## config.mk

```make
export PLATFORM = sky130hd
export DESIGN_NAME = periph_top
export DESIGN_NICKNAME = d
export VERILOG_FILES = /design/src/common/periph_pkg.sv /design/src/hdl/bus_decode.sv /design/src/hdl/read_capture.sv /design/src/gpio/gpio_regs.sv /design/src/gpio/pin_mux.sv /design/src/pwm/pwm_byte.sv /design/src/hdl/periph_top.sv
export SDC_FILE = /design/constraint.sdc
export NUM_CORES = 1
export LEC_CHECK = 0
export ABC_CLOCK_PERIOD_IN_PS = 4100
export BUFFER_PORTS_ARGS = -buffer_cell sky130_fd_sc_hd__buf_4
export CELL_PAD_IN_SITES_DETAIL_PLACEMENT = 0
export CELL_PAD_IN_SITES_GLOBAL_PLACEMENT = 1
export CORE_ASPECT_RATIO = 0.8
export CORE_MARGIN = 2
export CORE_UTILIZATION = 35
export CTS_BUF_LIST = sky130_fd_sc_hd__clkbuf_4 sky130_fd_sc_hd__clkbuf_8 sky130_fd_sc_hd__clkbuf_16
export CTS_CLUSTER_DIAMETER = 200
export DETAILED_ROUTE_END_ITERATION = 10
export PLACE_DENSITY = 0.69
export SLEW_MARGIN = 20
export SYNTH_ARGS = -nofsm -noshare
export SYNTH_HDL_FRONTEND = slang
export SYNTH_SLANG_ARGS = --single-unit
```

## constraint.sdc

```tcl
create_clock -name clk -period 4.1 [get_ports clk]
set_input_delay 0.82 -clock clk [delete_from_list [all_inputs] [get_ports clk]]
set_output_delay 0.82 -clock clk [all_outputs]
set_load 0.02 [all_outputs]
```

## src/common/periph_pkg.sv

```systemverilog
`default_nettype none

package periph_pkg;

    // Bus and pin widths
    localparam int ADDR_W     = 11;
    localparam int DATA_W     = 32;
    localparam int PIN_W      = 8;

    // Slot layout
    localparam int NUM_SLOTS  = 16;
    localparam int SLOT_IDX_W = 4;
    localparam int FULL_OFS_W = 6;   // 64 bytes per full slot
    localparam int BYTE_OFS_W = 4;   // 16 bytes per byte slot

    localparam logic [SLOT_IDX_W-1:0] SLOT_GPIO = 4'd1;   // Full slot
    localparam logic [SLOT_IDX_W-1:0] SLOT_PWM  = 4'd5;   // Byte slot

    // Pin function select: bit 4 picks the byte slots, bits 3:0 the slot
    localparam int FUNC_SEL_W  = 5;
    localparam int AUDIO_SEL_W = 3;   // Top bit enables audio

    // GPIO register map
    localparam logic [FULL_OFS_W-1:0] OFS_GPIO_OUT  = 6'h00;
    localparam logic [FULL_OFS_W-1:0] OFS_GPIO_IN   = 6'h04;
    localparam logic [FULL_OFS_W-1:0] OFS_AUDIO_SEL = 6'h10;
    localparam logic [FULL_OFS_W-1:0] OFS_FUNC_SEL  = 6'h20;   // Plus 4 per pin

    // PWM register map
    localparam logic [BYTE_OFS_W-1:0] OFS_PWM_DUTY = 4'h0;
    localparam logic [BYTE_OFS_W-1:0] OFS_PWM_DIV  = 4'h1;

    // Access size as driven by the core, ACC_NONE when idle
    typedef enum logic [1:0] {
        ACC_BYTE = 2'b00,
        ACC_HALF = 2'b01,
        ACC_WORD = 2'b10,
        ACC_NONE = 2'b11
    } access_t;

    typedef logic [PIN_W-1:0] pin_t;

endpackage

`default_nettype wire

```

## src/hdl/bus_decode.sv

```systemverilog
`timescale 1ns/1ns
`default_nettype none

module bus_decode (
    input  wire [periph_pkg::ADDR_W-1:0]      i_addr,
    input  wire periph_pkg::access_t          i_write_n,
    input  wire periph_pkg::access_t          i_read_n,
    input  wire                               i_hold_ready,
    input  wire [periph_pkg::DATA_W-1:0]      i_gpio_rdata,
    input  wire periph_pkg::pin_t             i_pwm_rdata,
    output logic                              o_gpio_wr,
    output logic                              o_gpio_rd,
    output logic                              o_pwm_wr,
    output logic [periph_pkg::FULL_OFS_W-1:0] o_ofs,
    output logic [periph_pkg::DATA_W-1:0]     o_rdata,
    output logic                              o_rdata_ready
);
    import periph_pkg::*;

    logic                  byte_space;
    logic [SLOT_IDX_W-1:0] full_idx;
    logic [SLOT_IDX_W-1:0] byte_idx;
    logic [NUM_SLOTS-1:0]  full_sel;
    logic [NUM_SLOTS-1:0]  byte_sel;
    logic                  write_req;
    logic                  read_req;

    assign byte_space = i_addr[ADDR_W-1];
    assign full_idx   = i_addr[ADDR_W-2 -: SLOT_IDX_W];   // Bits 9:6
    assign byte_idx   = i_addr[BYTE_OFS_W +: SLOT_IDX_W]; // Bits 7:4
    assign o_ofs      = i_addr[FULL_OFS_W-1:0];

    // One-hot slot select, only one half of the map active at a time
    always_comb begin
        full_sel = '0;
        byte_sel = '0;
        if (byte_space)
            byte_sel[byte_idx] = 1'b1;
        else
            full_sel[full_idx] = 1'b1;
    end

    assign write_req = (i_write_n != ACC_NONE);
    assign read_req  = (i_read_n != ACC_NONE) && !i_hold_ready;  // No re-read while buffered

    assign o_gpio_wr = write_req && full_sel[SLOT_GPIO];
    assign o_gpio_rd = read_req && full_sel[SLOT_GPIO];
    assign o_pwm_wr  = write_req && byte_sel[SLOT_PWM];

    always_comb begin
        o_rdata       = '0;  // Empty slots read zero
        o_rdata_ready = 1'b1; // Kept and empty slots all answer at once
        if (byte_space) begin
            if (byte_sel[SLOT_PWM])
                o_rdata = DATA_W'(i_pwm_rdata);  // Byte data zero-extended
        end else if (full_sel[SLOT_GPIO]) begin
            o_rdata = i_gpio_rdata;
        end
    end

endmodule

`default_nettype wire

```

## src/hdl/read_capture.sv

```systemverilog
`timescale 1ns/1ns
`default_nettype none

module read_capture (
    input  wire                           clk,
    input  wire                           rst_n,
    input  wire                           i_read_req,
    input  wire [periph_pkg::DATA_W-1:0]  i_rdata,
    input  wire                           i_rdata_ready,
    input  wire                           i_write_req,
    input  wire                           i_read_complete,
    output logic [periph_pkg::DATA_W-1:0] o_data,
    output logic                          o_data_ready,
    output logic                          o_hold_ready
);
    import periph_pkg::*;

    logic [DATA_W-1:0] data_r;
    logic              hold_r;
    logic              ready_r;
    logic              capture;

    // First cycle with a served request while nothing is held
    assign capture = !hold_r && i_rdata_ready && i_read_req;

    always_ff @(posedge clk) begin
        if (!rst_n) begin
            hold_r  <= 1'b0;
            ready_r <= 1'b0;
        end else begin
            if (i_read_complete)
                hold_r <= 1'b0;
            if (capture)
                hold_r <= 1'b1;
            ready_r <= i_read_req && i_rdata_ready;  // Lines up with data_r
        end
    end

    always_ff @(posedge clk) begin
        if (capture)
            data_r <= i_rdata;
    end

    assign o_data       = data_r;
    assign o_data_ready = ready_r || i_write_req;  // Writes complete in the same cycle
    assign o_hold_ready = ready_r;

endmodule

`default_nettype wire

```

## src/gpio/gpio_regs.sv

```systemverilog
`timescale 1ns/1ns
`default_nettype none

module gpio_regs (
    input  wire                               clk,
    input  wire                               rst_n,
    input  wire                               i_wr,
    input  wire                               i_rd,
    input  wire [periph_pkg::FULL_OFS_W-1:0]  i_ofs,
    input  wire [periph_pkg::DATA_W-1:0]      i_wdata,
    input  wire periph_pkg::pin_t             i_ui_in,
    output logic [periph_pkg::DATA_W-1:0]     o_rdata,
    output periph_pkg::pin_t                  o_gpio_out,
    output logic [periph_pkg::FUNC_SEL_W-1:0] o_func_sel [periph_pkg::PIN_W],
    output logic                              o_audio_select
);
    import periph_pkg::*;

    pin_t                      gpio_out_r;
    logic [AUDIO_SEL_W-1:0]    audio_sel_r;
    logic [FUNC_SEL_W-1:0]     func_sel_r [PIN_W];
    logic                      func_hit;
    logic [$clog2(PIN_W)-1:0]  func_idx;

    // Function selects sit at 0x20..0x3c, one word per pin
    assign func_hit = ({i_ofs[FULL_OFS_W-1], i_ofs[1:0]} ==
                       {OFS_FUNC_SEL[FULL_OFS_W-1], OFS_FUNC_SEL[1:0]});
    assign func_idx = i_ofs[2 +: $clog2(PIN_W)];

    always_ff @(posedge clk) begin
        if (!rst_n) begin
            gpio_out_r  <= '0;
            audio_sel_r <= '0;
            for (int i = 0; i < PIN_W; i++)
                func_sel_r[i] <= FUNC_SEL_W'(SLOT_GPIO);  // All pins start on GPIO
        end else if (i_wr) begin
            if (i_ofs == OFS_GPIO_OUT)
                gpio_out_r <= i_wdata[PIN_W-1:0];
            if (i_ofs == OFS_AUDIO_SEL)
                audio_sel_r <= i_wdata[AUDIO_SEL_W-1:0];
            if (func_hit)
                func_sel_r[func_idx] <= i_wdata[FUNC_SEL_W-1:0];
        end
    end

    // Readback, input pins are read live
    always_comb begin
        o_rdata = '0;
        if (i_rd) begin
            if (i_ofs == OFS_GPIO_OUT)
                o_rdata = DATA_W'(gpio_out_r);
            else if (i_ofs == OFS_GPIO_IN)
                o_rdata = DATA_W'(i_ui_in);
            else if (i_ofs == OFS_AUDIO_SEL)
                o_rdata = DATA_W'(audio_sel_r);
            else if (func_hit)
                o_rdata = DATA_W'(func_sel_r[func_idx]);
        end
    end

    assign o_gpio_out     = gpio_out_r;
    assign o_func_sel     = func_sel_r;
    assign o_audio_select = audio_sel_r[AUDIO_SEL_W-1];  // Enable bit only

endmodule

`default_nettype wire

```

## src/gpio/pin_mux.sv

```systemverilog
`timescale 1ns/1ns
`default_nettype none

module pin_mux (
    input  wire [periph_pkg::FUNC_SEL_W-1:0] i_func_sel [periph_pkg::PIN_W],
    input  wire periph_pkg::pin_t            i_gpio_out,
    input  wire periph_pkg::pin_t            i_pwm_out,
    output periph_pkg::pin_t                 o_uo_out
);
    import periph_pkg::*;

    // Each pin n takes bit n of whichever slot its select names
    always_comb begin
        for (int n = 0; n < PIN_W; n++) begin
            o_uo_out[n] = 1'b0;  // Empty slots drive low
            if (i_func_sel[n][FUNC_SEL_W-1]) begin
                if (i_func_sel[n][SLOT_IDX_W-1:0] == SLOT_PWM)
                    o_uo_out[n] = i_pwm_out[n];
            end else begin
                if (i_func_sel[n][SLOT_IDX_W-1:0] == SLOT_GPIO)
                    o_uo_out[n] = i_gpio_out[n];
            end
        end
    end

endmodule

`default_nettype wire

```

## src/pwm/pwm_byte.sv

```systemverilog
`timescale 1ns/1ns
`default_nettype none

module pwm_byte (
    input  wire                               clk,
    input  wire                               rst_n,
    input  wire                               i_wr,
    input  wire [periph_pkg::BYTE_OFS_W-1:0]  i_ofs,
    input  wire periph_pkg::pin_t             i_wdata,
    output periph_pkg::pin_t                  o_rdata,
    output periph_pkg::pin_t                  o_pins
);
    import periph_pkg::*;

    pin_t duty_r;
    pin_t div_r;
    pin_t pre_cnt;   // Prescale count
    pin_t pwm_cnt;   // Main PWM counter

    always_ff @(posedge clk) begin
        if (!rst_n) begin
            duty_r <= '0;
            div_r  <= '0;
        end else if (i_wr) begin
            case (i_ofs)
                OFS_PWM_DUTY: duty_r <= i_wdata;
                OFS_PWM_DIV:  div_r  <= i_wdata;
                default: ;
            endcase
        end
    end

    // Counter steps once every div_r + 1 cycles
    always_ff @(posedge clk) begin
        if (!rst_n) begin
            pre_cnt <= '0;
            pwm_cnt <= '0;
        end else if (pre_cnt >= div_r) begin  // >= so a smaller divider takes hold at once
            pre_cnt <= '0;
            pwm_cnt <= pwm_cnt + 1'b1;
        end else begin
            pre_cnt <= pre_cnt + 1'b1;
        end
    end

    // Duty of zero never matches, so the output stays low
    assign o_pins = (pwm_cnt < duty_r) ? '1 : '0;

    always_comb begin
        case (i_ofs)
            OFS_PWM_DUTY: o_rdata = duty_r;
            OFS_PWM_DIV:  o_rdata = div_r;
            default:      o_rdata = '0;
        endcase
    end

endmodule

`default_nettype wire

```

## src/hdl/periph_top.sv

```systemverilog
`timescale 1ns/1ns
`default_nettype none

module periph_top (
    input  wire                              clk,
    input  wire                              rst_n,
    input  wire periph_pkg::pin_t            i_ui_in,
    input  wire [periph_pkg::ADDR_W-1:0]     i_addr,
    input  wire [periph_pkg::DATA_W-1:0]     i_data,
    input  wire periph_pkg::access_t         i_write_n,
    input  wire periph_pkg::access_t         i_read_n,
    input  wire                              i_read_complete,
    output periph_pkg::pin_t                 o_uo_out,
    output logic                             o_audio,
    output logic                             o_audio_select,
    output logic [periph_pkg::DATA_W-1:0]    o_data,
    output logic                             o_data_ready
);
    import periph_pkg::*;

    logic                  gpio_wr;
    logic                  gpio_rd;
    logic                  pwm_wr;
    logic [FULL_OFS_W-1:0] ofs;
    logic [DATA_W-1:0]     gpio_rdata;
    pin_t                  pwm_rdata;
    logic [DATA_W-1:0]     slot_rdata;
    logic                  slot_ready;
    logic                  hold_ready;
    pin_t                  gpio_out;
    pin_t                  pwm_pins;
    logic [FUNC_SEL_W-1:0] func_sel [PIN_W];
    logic                  read_req;
    logic                  write_req;

    assign read_req  = (i_read_n != ACC_NONE);
    assign write_req = (i_write_n != ACC_NONE);

    bus_decode u_decode (
        .i_addr        (i_addr),
        .i_write_n     (i_write_n),
        .i_read_n      (i_read_n),
        .i_hold_ready  (hold_ready),
        .i_gpio_rdata  (gpio_rdata),
        .i_pwm_rdata   (pwm_rdata),
        .o_gpio_wr     (gpio_wr),
        .o_gpio_rd     (gpio_rd),
        .o_pwm_wr      (pwm_wr),
        .o_ofs         (ofs),
        .o_rdata       (slot_rdata),
        .o_rdata_ready (slot_ready)
    );

    // Read result is registered here and held for the core
    read_capture u_capture (
        .clk             (clk),
        .rst_n           (rst_n),
        .i_read_req      (read_req),
        .i_rdata         (slot_rdata),
        .i_rdata_ready   (slot_ready),
        .i_write_req     (write_req),
        .i_read_complete (i_read_complete),
        .o_data          (o_data),
        .o_data_ready    (o_data_ready),
        .o_hold_ready    (hold_ready)
    );

    gpio_regs u_gpio (
        .clk            (clk),
        .rst_n          (rst_n),
        .i_wr           (gpio_wr),
        .i_rd           (gpio_rd),
        .i_ofs          (ofs),
        .i_wdata        (i_data),
        .i_ui_in        (i_ui_in),
        .o_rdata        (gpio_rdata),
        .o_gpio_out     (gpio_out),
        .o_func_sel     (func_sel),
        .o_audio_select (o_audio_select)
    );

    pwm_byte u_pwm (
        .clk     (clk),
        .rst_n   (rst_n),
        .i_wr    (pwm_wr),
        .i_ofs   (ofs[BYTE_OFS_W-1:0]),
        .i_wdata (i_data[PIN_W-1:0]),
        .o_rdata (pwm_rdata),
        .o_pins  (pwm_pins)
    );

    pin_mux u_pin_mux (
        .i_func_sel (func_sel),
        .i_gpio_out (gpio_out),
        .i_pwm_out  (pwm_pins),
        .o_uo_out   (o_uo_out)
    );

    assign o_audio = pwm_pins[PIN_W-1];   // PWM top bit feeds the audio pin

endmodule

`default_nettype wire

```

; ---- Word level (Yosys, flattened, before mapping)
; Cells that the tools add are included.
[word_totals]
regBits = 117
input_bits = 58
[op_classes]
n_addsub = 2
order_cmp = 8
n_eq_ne = 22
n_mux = 48
bitwise_logic = 2
reduce_logical = 20
[op_table]
columns = cell, count
row1 = $mux 32, 6
row2 = $bwmux 40, 1
row3 = $eq 4x1->1 const B, 9
row4 = $eq 4x3->1 const B, 8
row5 = $mux 1, 28
row6 = $mux 5, 4
row7 = $add 8x1->8 const B, 2
row8 = $mux 8, 2
row9 = $pmux 8 s2, 1
row10 = $bmux 5 s3, 1
row11 = $demux 5 s3, 1
row12 = $lt 4x5->1 const B, 2
row13 = $reduce_and 2->1, 5
row14 = $demux 1 s4, 2
row15 = $ge 4x1->1 const B, 2
row16 = $ge 8x8->1, 1
row17 = $logic_and 1x1->1, 8
row18 = $lt 8x8->1, 1
row19 = $eq 6x3->1 const B, 1
row20 = $eq 6x5->1 const B, 1
row21 = $logic_not 6->1, 1
row22 = $mux 6, 1
row23 = $ge 4x4->1 const B, 1
row24 = $logic_not 4->1, 1
row25 = 10 further kinds, 12

; ---- Longest topological paths before layout
; Gate-level depths: netlist of the first run.
[logic_depth]
word_depth = 11
mapped_depth = 8
mapped_depth_nobuf = 7

; ---- Cells and area by module
; From an unflattened synthesis of the first run, not the netlist that was laid out.
[hier_totals]
hier_cells = 609
area_unflattened_um2 = 6342.3
[modules_own_cells]
columns = mod, n_inst, cells_per_inst, area_each_um2, seq_area_each_um2
row1 = gpio_regs, 1, 281, 2802.7, 1021.0
row2 = pwm_byte, 1, 202, 1829.3, 640.6
row3 = read_capture, 1, 41, 1043.5, 1001.0
row4 = bus_decode, 1, 51, 399.1, 0.0
row5 = pin_mux, 1, 32, 260.2, 0.0
row6 = periph_top, 1, 2, 7.5, 0.0

; ---- Worst setup path before layout of the first run
; Ideal clock, no wire load.
[synth_timing]
path_kind = reg-to-output
start = reg u_pwm.duty_r[4]
end = out o_uo_out[5]
arrival_time_ns = 1.962
setup_slack_ns = 1.318
path_stages_with_launch = 9
path_buffers = 1
cell_sequence = dfxtp_1 inv_1 ha_1 a21o_1 a2111oi_0 o21a_1 buf_2 o211ai_1 a21oi_1
[synth_between]
elab_chain_len = 4
[synth_lines]
columns = item, line_no
row1 = "start, declared", pwm_byte.sv:15  ; pin_t duty_r;
row2 = "start signal, assigned", pwm_byte.sv:26  ; OFS_PWM_DUTY: duty_r <= i_wdata;
row3 = $lt 8x8->1, pwm_byte.sv:47  ; assign o_pins = (pwm_cnt < duty_r) ? '1 : '0;
row4 = $mux 8, pwm_byte.sv:47
row5 = $mux 1, pin_mux.sv:17  ; if (i_func_sel[n][SLOT_IDX_W-1:0] == SLOT_PWM)
row6 = $mux 1, pin_mux.sv:16  ; if (i_func_sel[n][FUNC_SEL_W-1]) begin
row7 = "end, declared", periph_top.sv:13  ; output periph_pkg::pin_t o_uo_out,
; No other way between the ends.

; ---- Worst setup path in the final report of the first run
[layout_timing]
start = reg u_pwm.duty_r[4]
end = out o_uo_out[2]
; The elaborated chain is that of the path after synthesis.

==> results.md, run 1 <==
- Outcome: complete, no violations
- Post-synth cell types: 54
- Hold WC Path Type: flip-flop to flip-flop
- Die ar.: 16000 µm²
- # IOs: 101
- Clk buf depth: 2
- Inserted Clock Buffers: 9
- CTS tree: done
- CTS root buf: clkbuf_16
- Reg2reg end: u_pwm.pre_cnt[7]$_SDFF_PP0_
- Mapped cell area: 5250 µm²
- Critical Path AT: 2.64 ns
- Worst setup EP type: output pin
- Layout Nets: 656
- Routed WL per cell: 17.1 µm
- Pwr dens: 318 nW/µm²
- Period minus WS final: 3.46 ns
- Critical-path top delay cell: o21a_1
- Worst Path Buf+Inv: 2
- Area contributors post-synth: dfxtp_1, mux2i_1, nor2b_1
- DR vias/cell: 5.06
- Pre-CTS setup slack: 0.997 ns
- Clk_lat worst skew: 0.35 ns
- Die height: 114 µm
- Worst Tran Pin Value: 0.734 ns
- Hold path start: u_pwm.pwm_cnt[7]$_SDFFE_PN0P_
- Rows: 40
- Post-DRT Antenna Nets: 0
- CP max stage delay: 0.44 ns
- Post-CTS Setup Bufs: 0
- Fin cells: 775
- Diode count: 0
- Number of input and output port buffers inserted: 52
- Reg clk slew, reported paths: 0.07 ns
- Core area: 14800 µm²
- Slew HR: 51.1%
- Post-layout util: 39.8%
- Crit-path cells: inv_1, ha_1, a21o_1, a2111oi_0, o21a_1, o211ai_1, a21oi_1, buf_4
- Final setup viols: 0
- Max Clk Rate: 289 MHz
- Layout cell share with drive strength beyond 1: 15.4%
- Vias in the first global route: 3616
- Starting Density: 35.4%
- Grt total ovfl: 0
- Largest net degree at the start of global routing: 85
- Synth top area share: 32.4%
- Delay-heaviest family, CP: compound AO/OA/AOI/OAI gates
- Starting DRT DRC Count: 232
- Leakage: 2.42 nW
- Worst vdd ir: 0.000200 V
- Worst R2R Path Depth: 7
- Die width: 141 µm
- Vias: 3922
- Fraction of registers with async set/reset: 0%
- Number of flops mapped to enable cells by yosys: 8
- Hold depth: 2
- R2r startpoint: u_pwm.pre_cnt[0]$_SDFF_PP0_
- RSZ-0062 raised after global routing: false
- Max Slew Vio Count: 0
- Worst Hold End: u_pwm.pwm_cnt[7]$_SDFFE_PN0P_
- Worst R2R Setup Slack: 1.89 ns
- Post-Syn Instances: 549
- CTS H-tree lvls: 3
- Yosys warnings: 0
- CP startpoint kind: flip-flop
- Placed insts: 759
- Routed wire length: 13200 µm
- Final HPWL DP: 9780 µm
- Final count of hold timing violations: 0
- WS Path Type: flip-flop to output pin
- 1st-pass router iterations: 4
- Clock skew: 0.00675 ns
- Worst-path fanout max: 9
- First-pass GRT wire length: 20600 µm
- Gr usage total: 16.8%
- Initial antenna violation count: 0
- Area growth from synthesis to layout: 12.5%
- Clk sink count: 93
- #FFs+latches synth: 93
- Fin crit share: 84.5%
- Cts repair resizes: 0
- Routability cong.: 0.859
- Hold_buf cts: 0
- Critical Path RT: 3.28 ns
- Final worst slack: 0.636 ns
- Area leader, netlist: dfxtp_1
- Seq/Total Area, Yosys: 37.0%
- Avg Cell Area, Syn: 9.56 µm²
- Main synth FF type: dfxtp_1
- Max Cap Violations: 0
- DRC Markers: 0
- Setup tns final: 0 ns
## area by class of cell
class                   instances  area [µm²]
repair buffers                 52         390
clock inverters                 6        37.5
well taps                     189         236
flip-flops and latches         93        1940
clock buffers                  10         233
multi-input cells             402        2980
fillers                      1495        8910
inverters                      23        86.3
## cells in the mapped netlist (3+ instances only)
cell and count:
a21boi_0 8, a21oi_1 11, a221oi_1 3, and2_1 4
and3_1 3, buf_2 8, buf_4 27, clkbuf_1 17
dfxtp_1 85, edfxtp_1 8, ha_1 17, inv_1 23
mux2i_1 81, mux4_2 10, nand2_1 53, nand2b_1 11
nand3_1 9, nand4_1 6, nor2_1 32, nor2b_1 55
nor4_1 3, o211ai_1 8, o21a_1 4, o21ai_0 14
o221ai_1 5, o22ai_1 3, xor2_1 5
## worst register-to-register path: stages (launching register included)
cell     delay (ns)
dfxtp_1        0.43
inv_1          0.08
ha_1           0.29
nor2b_1        0.04
o21ai_0        0.24
a41oi_2        0.32
o21ai_1        0.57
nor2_1         0.11
## flip-flops by register name (all words and copies together) (netlist names)
signal and cells:
u_gpio.o_func_sel 40, u_gpio.audio_sel_r 3, u_capture.o_hold_ready 1, u_pwm.div_r 8
u_gpio.o_gpio_out 8, u_capture.o_data 8, u_pwm.pwm_cnt 8, u_pwm.duty_r 8
u_capture.hold_r 1, u_pwm.pre_cnt 8
## cell usage in the layout (no fill, tap or decap), types with 4 or more instances in the layout
master     count
buf_4         52
o211ai_1       8
nor2b_1       55
o21a_1         4
xor2_1         5
nand4_1        6
mux2i_1       81
a21oi_1       11
o21ai_0       14
ha_1          17
nand3_1        9
nand2_1       53
o221ai_1       5
dfxtp_1       85
clkbuf_16      9
nor2_1        32
nand2b_1      11
inv_1         23
and2_1         4
conb_1        24
edfxtp_1       8
a21boi_0       8
mux4_2        10
## metrics by stage
step / power [mW] / hold WS (ns) / area [µm²]
floorplan: 1.08 / 0.447 / 5340
global placement: 1.12 / 0.460 / 5630
detailed placement: 1.13 / 0.481 / 5630
CTS: 1.90 / 0.489 / 5900
global route: 1.95 / 0.496 / 5900
finish: 1.88 / 0.484 / 5900
## routing by layer
layer	vias to the layer above	GRT usage, %	part of all wire (%)
met1	1864	25.4	52
met3	6	4.16	5.9
li1	1930	-	-
met4	0	4.13	0.69
met5	-	0	0
met2	122	23.7	42
## kinds of logic (layout without fill, tap and decap cells)
kind of cell	count (synthesis)	count (layout)	synth area share (%)
AND/OR/NAND/NOR	196	196	21.3
flip-flops	93	93	37.0
multiplexers	91	91	19.7
buffers and inverters	77	91	7.91
AO/OA/AOI/OAI	68	68	8.96
adder cells (fa/ha/maj)	17	17	4.05
XOR/XNOR	6	6	1.00
other	1	24	0.0714
## where the power goes
group / total, mW / internal (mW) / switching, mW
combinational: 0.171 / 0.0627 / 0.109
clock: 0.773 / 0.416 / 0.357
sequential: 0.933 / 0.925 / 0.00754
## worst max path at each step
stage / start / endpoint / slack [ns] / cells after the start
2_1_floorplan: u_pwm.duty_r[4]$_SDFFE_PN0P_ / o_uo_out[5] / 1.32 / 8
3_3_place_gp: u_pwm.duty_r[4]$_SDFFE_PN0P_ / o_uo_out[1] / 1.04 / 8
3_5_place_dp: u_pwm.duty_r[4]$_SDFFE_PN0P_ / o_uo_out[7] / 1.0 / 8
4_1_cts: u_pwm.duty_r[4]$_SDFFE_PN0P_ / o_uo_out[7] / 0.61 / 8
5_1_grt: u_pwm.pwm_cnt[4]$_SDFFE_PN0P_ / o_uo_out[2] / 0.36 / 7
6_report: u_pwm.duty_r[4]$_SDFFE_PN0P_ / o_uo_out[2] / 0.64 / 8
No activity file was read; power rests on OpenSTA's default activity.
==> run 2, diff against run 1 <==
- ABC_AREA: unset -> 1
- ABC_CLOCK_PERIOD_IN_PS: 4100 -> 3300
- PLACE_DENSITY: 0.69 -> 0.73
- clock period: 4.1 -> 3.3 ns (I/O delays scaled with it)
==> run 2 against run 1 <==
Non-clock buffer count increased by 3. Power increased by 26%. Via count increased by 25%. Clock skew decreased by 0.0017 ns. Highest routed layer unchanged. Design area decreased by 0.19%. Cell count increased by 24%. Sequential share of layout area increased by 0.063 points. Utilization increased by 0.94 points. Global-route usage increased by 2.7 points. Clock power increased by 25%. Worst hold slack got worse by 0.020 ns.
==> results.md, run 2 <==
- Outcome: complete, no violations
- Clock skew: 0.00507 ns
- DR vias/cell: 5.09
- Rows: 39
- Fin crit share: 89.1%
- Cell with the most instances after synthesis: nand2_1
- Final HPWL DP: 10800 µm
- Mapped cell area: 5230 µm²
- Commonest non-fill, non-tap cell in the layout: nand2_1
- Post-DRT Antenna Nets: 0
- Final count of hold timing violations: 0
- Starting DRT DRC Count: 384
- 1st-pass router iterations: 5
- Starting Density: 36.2%
- Storage element area: 1940 µm²
- Worst-path fanout max: 9
- Hold_buf cts: 0
- Leakage: 2.53 nW
- Worst Tran Pin Value: 0.684 ns
- Area contributors post-synth: dfxtp_1, nand2_1, a21oi_1
- Initial antenna violation count: 0
- RSZ-0062 raised after global routing: false
- Max Cap Violations: 0
- Vias in the first global route: 4517
- Post-synth cell types: 39
- Layout Nets: 847
- Largest net degree at the start of global routing: 41
- Vias: 4894
- Placed insts: 945
- Clock network power share: 40.9%
- Yosys warnings: 0
- CTS tree: done
- Pwr dens: 400 nW/µm²
- Fin cells: 961
- WS Path Type: flip-flop to output pin
- Main synth FF type: dfxtp_1
- Reg clk slew, reported paths: 0.07 ns
- Period minus WS final: 2.94 ns
- Area leader, netlist: dfxtp_1
- Worst vdd ir: 0.000225 V
- Multi-input gate area: 2690 µm²
- Setup tns final: 0 ns
- Avg Cell Area, Syn: 7.11 µm²
- Most frequent cells in the layout: nand2_1, inv_1, dfxtp_1, a21oi_1, nand3_1
- Max FFs per register: 40
- Die ar.: 15900 µm²
- Slew HR: 54.3%
- DRC Markers: 0
- Routability cong.: 0.861
- Area growth from synthesis to layout: 12.6%
- Worst R2R Path Depth: 7
- Die width: 141 µm
- Hold WC Path Type: flip-flop to flip-flop
- Post-Syn Instances: 736
- #FFs+latches synth: 93
- Clk sink count: 93
- Grt total ovfl: 0
- Switching power total: 634 µW
- Core area: 14400 µm²
- Clk_lat worst skew: 0.35 ns
- Combinational fraction of design power: 10.1%
- Fillers: 1548
- Routed wire length: 14900 µm
- Post-CTS Setup Bufs: 0
- CTS H-tree lvls: 3
- Worst setup EP type: output pin
- Synth top area share: 32.5%
- First-pass GRT wire length: 24100 µm
- Switching part of the total: 26.9%
- Sequential share of power: 49.1%
- Seq/Total Area, Yosys: 37.1%
- Die height: 113 µm
- Gr usage total: 19.4%
- Worst R2R Setup Slack: 1.24 ns
- Layout cell share with drive strength beyond 1: 11.3%
- Diode count: 0
- CP startpoint kind: flip-flop
- Routed WL per cell: 15.5 µm
- Critical Path RT: 2.64 ns
- Cts repair resizes: 0
- Critical Path AT: 2.28 ns
- Clk buf depth: 2
- Inserted Clock Buffers: 9
- Int Power: 1.72 mW
- Synth cell count leaders: nand2_1, inv_1, dfxtp_1
- Final setup viols: 0
- Number of flops mapped to enable cells by yosys: 8
- Max Slew Vio Count: 0
- Fraction of registers with async set/reset: 0%
- CTS root buf: clkbuf_16
- Max Clk Rate: 340 MHz
- Hold depth: 2
- # IOs: 101
- Number of input and output port buffers inserted: 52
[run 2: cell types whose count changed in the layout (fill, tap and decap cells not counted), moves of 8 or more]
| cell | change |
|---|---|
| nor2b_1 | -55 |
| mux4_2 | -10 |
| inv_1 | +67 |
| o21bai_1 | +8 |
| a21boi_0 | -8 |
| nand4_1 | +13 |
| nand2b_1 | -11 |
| nand2_1 | +113 |
| a21oi_1 | +70 |
| mux2i_1 | -81 |
| o21ai_0 | +18 |
| nor3_1 | +9 |
| nand3_1 | +63 |
[run 2: logic make-up (layout without fill, tap and decap cells)]
| logic type | count (synthesis) | in the layout | share of synthesized area [%] |
|---|---|---|---|
| other | 1 | 24 | 0.0717 |
| xor gates and xnor gates | 9 | 9 | 1.51 |
| DFF | 93 | 93 | 37.1 |
| and+or+nand+nor | 320 | 320 | 28.1 |
| adders and majority gates | 17 | 17 | 4.06 |
| AOI/OAI and AO/OA | 150 | 150 | 16.0 |
| buffers and inverters | 146 | 164 | 13.1 |
[run 2: critical path, cell delays in order (launching register included)]
cell and delay, ns:
dfxtp_1 0.44, ha_1 0.29, a21oi_1 0.13, o21a_1 0.12, nand2_1 0.41, o21bai_1 0.35, buf_4 0.19
[run 2: final cells by class]
type / instances / area share, %
well taps: 184 / 3.91
inverters: 93 / 5.95
clock inverters: 7 / 0.701
flip-flops and latches: 93 / 33.0
multi-input cells: 520 / 45.7
clock buffers: 9 / 3.82
repair buffers: 55 / 7.01
[run 2: routing by layer]
layer	vias up	global-route usage [%]	wire length (µm)
met5	-	0	0
met4	0	6.33	257
met3	20	4.36	1140
met2	194	27.8	6060
met1	2220	28.8	7460
li1	2460	-	-
[run 2: metrics by stage]
| step | util (%) | cell area, µm² | setup slack [ns] | power (mW) | hold WS (ns) |
|---|---|---|---|---|---|
| final | 40.8 | 5890 | 0.361 | 2.36 | 0.464 |
| after global routing | 40.8 | 5890 | 0.167 | 2.45 | 0.490 |
| after CTS | 40.8 | 5890 | 0.340 | 2.38 | 0.465 |
| after detailed placement | 38.9 | 5630 | 0.739 | 1.42 | 0.455 |
| after global placement | 38.9 | 5630 | 0.710 | 1.42 | 0.444 |
| after floorplan | - | 5320 | 1.24 | 1.35 | 0.430 |
[run 2: path summary, 6_finish.rpt]
check                                                   startpoint                                  to
worst max-delay path                 u_pwm.pwm_cnt[5]$_SDFFE_PN0P_                         o_uo_out[0]
worst min-delay path            u_gpio.o_func_sel[18]$_SDFFE_PN0P_  u_gpio.o_func_sel[18]$_SDFFE_PN0P_
worst max register to register         u_pwm.div_r[7]$_SDFFE_PN0P_         u_pwm.pre_cnt[1]$_SDFF_PP0_
worst min register to register  u_gpio.o_func_sel[18]$_SDFFE_PN0P_  u_gpio.o_func_sel[18]$_SDFFE_PN0P_
[run 2: power groups by stage]
stage	logic (mW)	registers [mW]	clock network [mW]
6_report	0.237	1.16	0.963
5_1_grt	0.259	1.16	1.03
4_1_cts	0.237	1.16	0.982
3_5_place_dp	0.237	1.18	0
3_3_place_gp	0.236	1.18	0
2_1_floorplan	0.157	1.19	0
==> run 3, diff against run 2 <==
- CORE_UTILIZATION: 35 -> 40
- CTS_BUF_LIST: sky130_fd_sc_hd__clkbuf_4 sky130_fd_sc_hd__clkbuf_8 sky130_fd_sc_hd__clkbuf_16 -> unset
- PLACE_DENSITY: 0.73 -> 0.82
==> run 3 against run 2 <==
Cell count fell by 0.83%. Clock skew increased by 0.0051 ns. Routed wire length fell by 2.2%. Die area fell by 12%. Clock power increased by 10%. Design area grew 0.51%. Utilization increased by 5.4 points. Count of clock-buffer cells in the layout up 1. Critical path type unchanged. Critical endpoint unchanged.
==> results.md, run 3 (synthesis results as in run 2) <==
- Max Cap Violations: 0
- Fin crit share: 89.8%
- Final setup viols: 0
- Worst Tran Pin Value: 0.706 ns
- Vias: 4860
- Die width: 132 µm
- Number of input and output port buffers inserted: 52
- Inserted Clock Buffers: 9
- Commonest non-fill, non-tap cell in the layout: nand2_1
- WS Path Type: flip-flop to output pin
- CTS H-tree lvls: 3
- Layout cell share with drive strength beyond 1: 11.7%
- Switching power total: 640 µW
- Combinational fraction of design power: 9.6%
- CTS tree: done
- DRC Markers: 0
- Outcome: complete, no violations
- Worst setup EP type: output pin
- Grt total ovfl: 0
- Routed WL per cell: 15.3 µm
- Cts repair resizes: 0
- CTS root buf: clkbuf_16
- Final hold slack: 0.464 ns
- Clock skew: 0.0102 ns
- Leakage: 2.55 nW
- Rows: 37
- Worst-path fanout max: 9
- Max Clk Rate: 337 MHz
- Clock network power share: 43.2%
- CP max stage delay: 0.39 ns
- Final count of hold timing violations: 0
- Die ar.: 14000 µm²
- Starting Density: 40.8%
- Starting DRT DRC Count: 376
- Hold WC Path Type: flip-flop to flip-flop
- Most frequent cells in the layout: nand2_1, inv_1, dfxtp_1, a21oi_1, nand3_1
- # IOs: 101
- Vias in the first global route: 4291
- Diode count: 0
- Reg clk slew, reported paths: 0.07 ns
- Setup tns final: 0 ns
- CP startpoint kind: flip-flop
- Slew HR: 52.9%
- Max FFs per register: 40
- Storage element area: 1940 µm²
- Area growth from synthesis to layout: 13.2%
- Max Slew Vio Count: 0
- RSZ-0062 raised after global routing: false
- Largest net degree at the start of global routing: 41
- Gr usage total: 20.9%
- Multi-input gate area: 2690 µm²
- 1st-pass router iterations: 5
- Critical-path top delay cell: o21bai_1
- Hold_buf cts: 0
- Post-Layout Inst Area: 5920 µm²
- Clk buf depth: 2
- Post-DRT Antenna Nets: 0
- Critical Path AT: 2.30 ns
- Placed Area: 5620 µm²
- Int Power: 1.81 mW
- Pwr dens: 414 nW/µm²
- Post-CTS Setup Bufs: 0
- Routability cong.: 0.879
- Critical Path RT: 2.64 ns
- Sequential share of power: 47.2%
- Final HPWL DP: 10500 µm
- Layout Nets: 848
- Routed wire length: 14600 µm
- Core area: 12800 µm²
- Initial antenna violation count: 0
- Die height: 106 µm
- Crit-path cells: inv_1, ha_1, a21oi_1, o21a_1, nand2_1, o21bai_1, buf_4
- Final total power: 2.45 mW
- Clk_lat worst skew: 0.36 ns
- First-pass GRT wire length: 22700 µm
- Period minus WS final: 2.96 ns
- Clk sink count: 93
- Switching part of the total: 26.1%
- DR vias/cell: 5.10
- Worst vdd ir: 0.000252 V
- Fillers: 1318
==> run 3: cell types whose count changed in the layout (fill, tap and decap cells not counted), sizes merged <==
cell      change
clkinv        -4
buf           +1
bufinv        +1
clkbuf        +1
clkinvlp      +1
inv           +1
==> run 3: layout make-up <==
cell class                      instances  area share (%)
Timing Repair Buffer                   56            7.10
Tap cell                              175            3.70
Sequential cell                        93            32.8
Clock buffer                           10            3.87
Inverter                               93            5.92
Clock inverter                          6            1.20
Multi-Input combinational cell        520            45.4
==> run 3: final timing paths <==
kind,cells after the start,slack (ns),start,end
max,7,0.34,u_pwm.duty_r[7]$_SDFFE_PN0P_,o_uo_out[0]
min,2,0.46,u_gpio.o_func_sel[29]$_SDFFE_PN0P_,u_gpio.o_func_sel[29]$_SDFFE_PN0P_
max reg2reg,7,1.30,u_pwm.div_r[7]$_SDFFE_PN0P_,u_pwm.pre_cnt[7]$_SDFF_PP0_
min reg2reg,2,0.46,u_gpio.o_func_sel[29]$_SDFFE_PN0P_,u_gpio.o_func_sel[29]$_SDFFE_PN0P_
==> run 3: per-layer routing <==
metal	share of wire, %	track usage [%]	wire [µm]	up-vias
met2	42	30.8	6120	181
met5	0	0	0	-
met3	7.0	4.29	1030	14
li1	-	-	-	2473
met1	50	30.9	7260	2192
met4	1.2	5.67	172	0
==> run 3: worst max-delay path, delay by kind of cell, from the launching register on <==
kind,cells,cell delay [ns]
AO/OA/AOI/OAI,3,0.69
AND/OR/NAND/NOR,1,0.37
buffers and inverters,2,0.28
adder cells (fa/ha/maj),1,0.29
flip-flops,1,0.31
==> run 3: power groups by stage <==
| stage | Clock (mW) | Combinational [mW] | Sequential (mW) |
|---|---|---|---|
| 2_1_floorplan | 0 | 0.157 | 1.19 |
| 3_3_place_gp | 0 | 0.233 | 1.18 |
| 3_5_place_dp | 0 | 0.234 | 1.18 |
| 4_1_cts | 1.09 | 0.235 | 1.16 |
| 5_1_grt | 1.13 | 0.254 | 1.16 |
| 6_report | 1.06 | 0.235 | 1.16 |
==> run 3: metrics by stage <==
step	cells	worst slack, ns	utilization [%]
floorplan	759	1.24	-
global placement	937	0.755	43.8
detailed placement	937	0.739	43.8
CTS	953	0.349	46.2
global route	953	0.258	46.2
finish	953	0.336	46.2
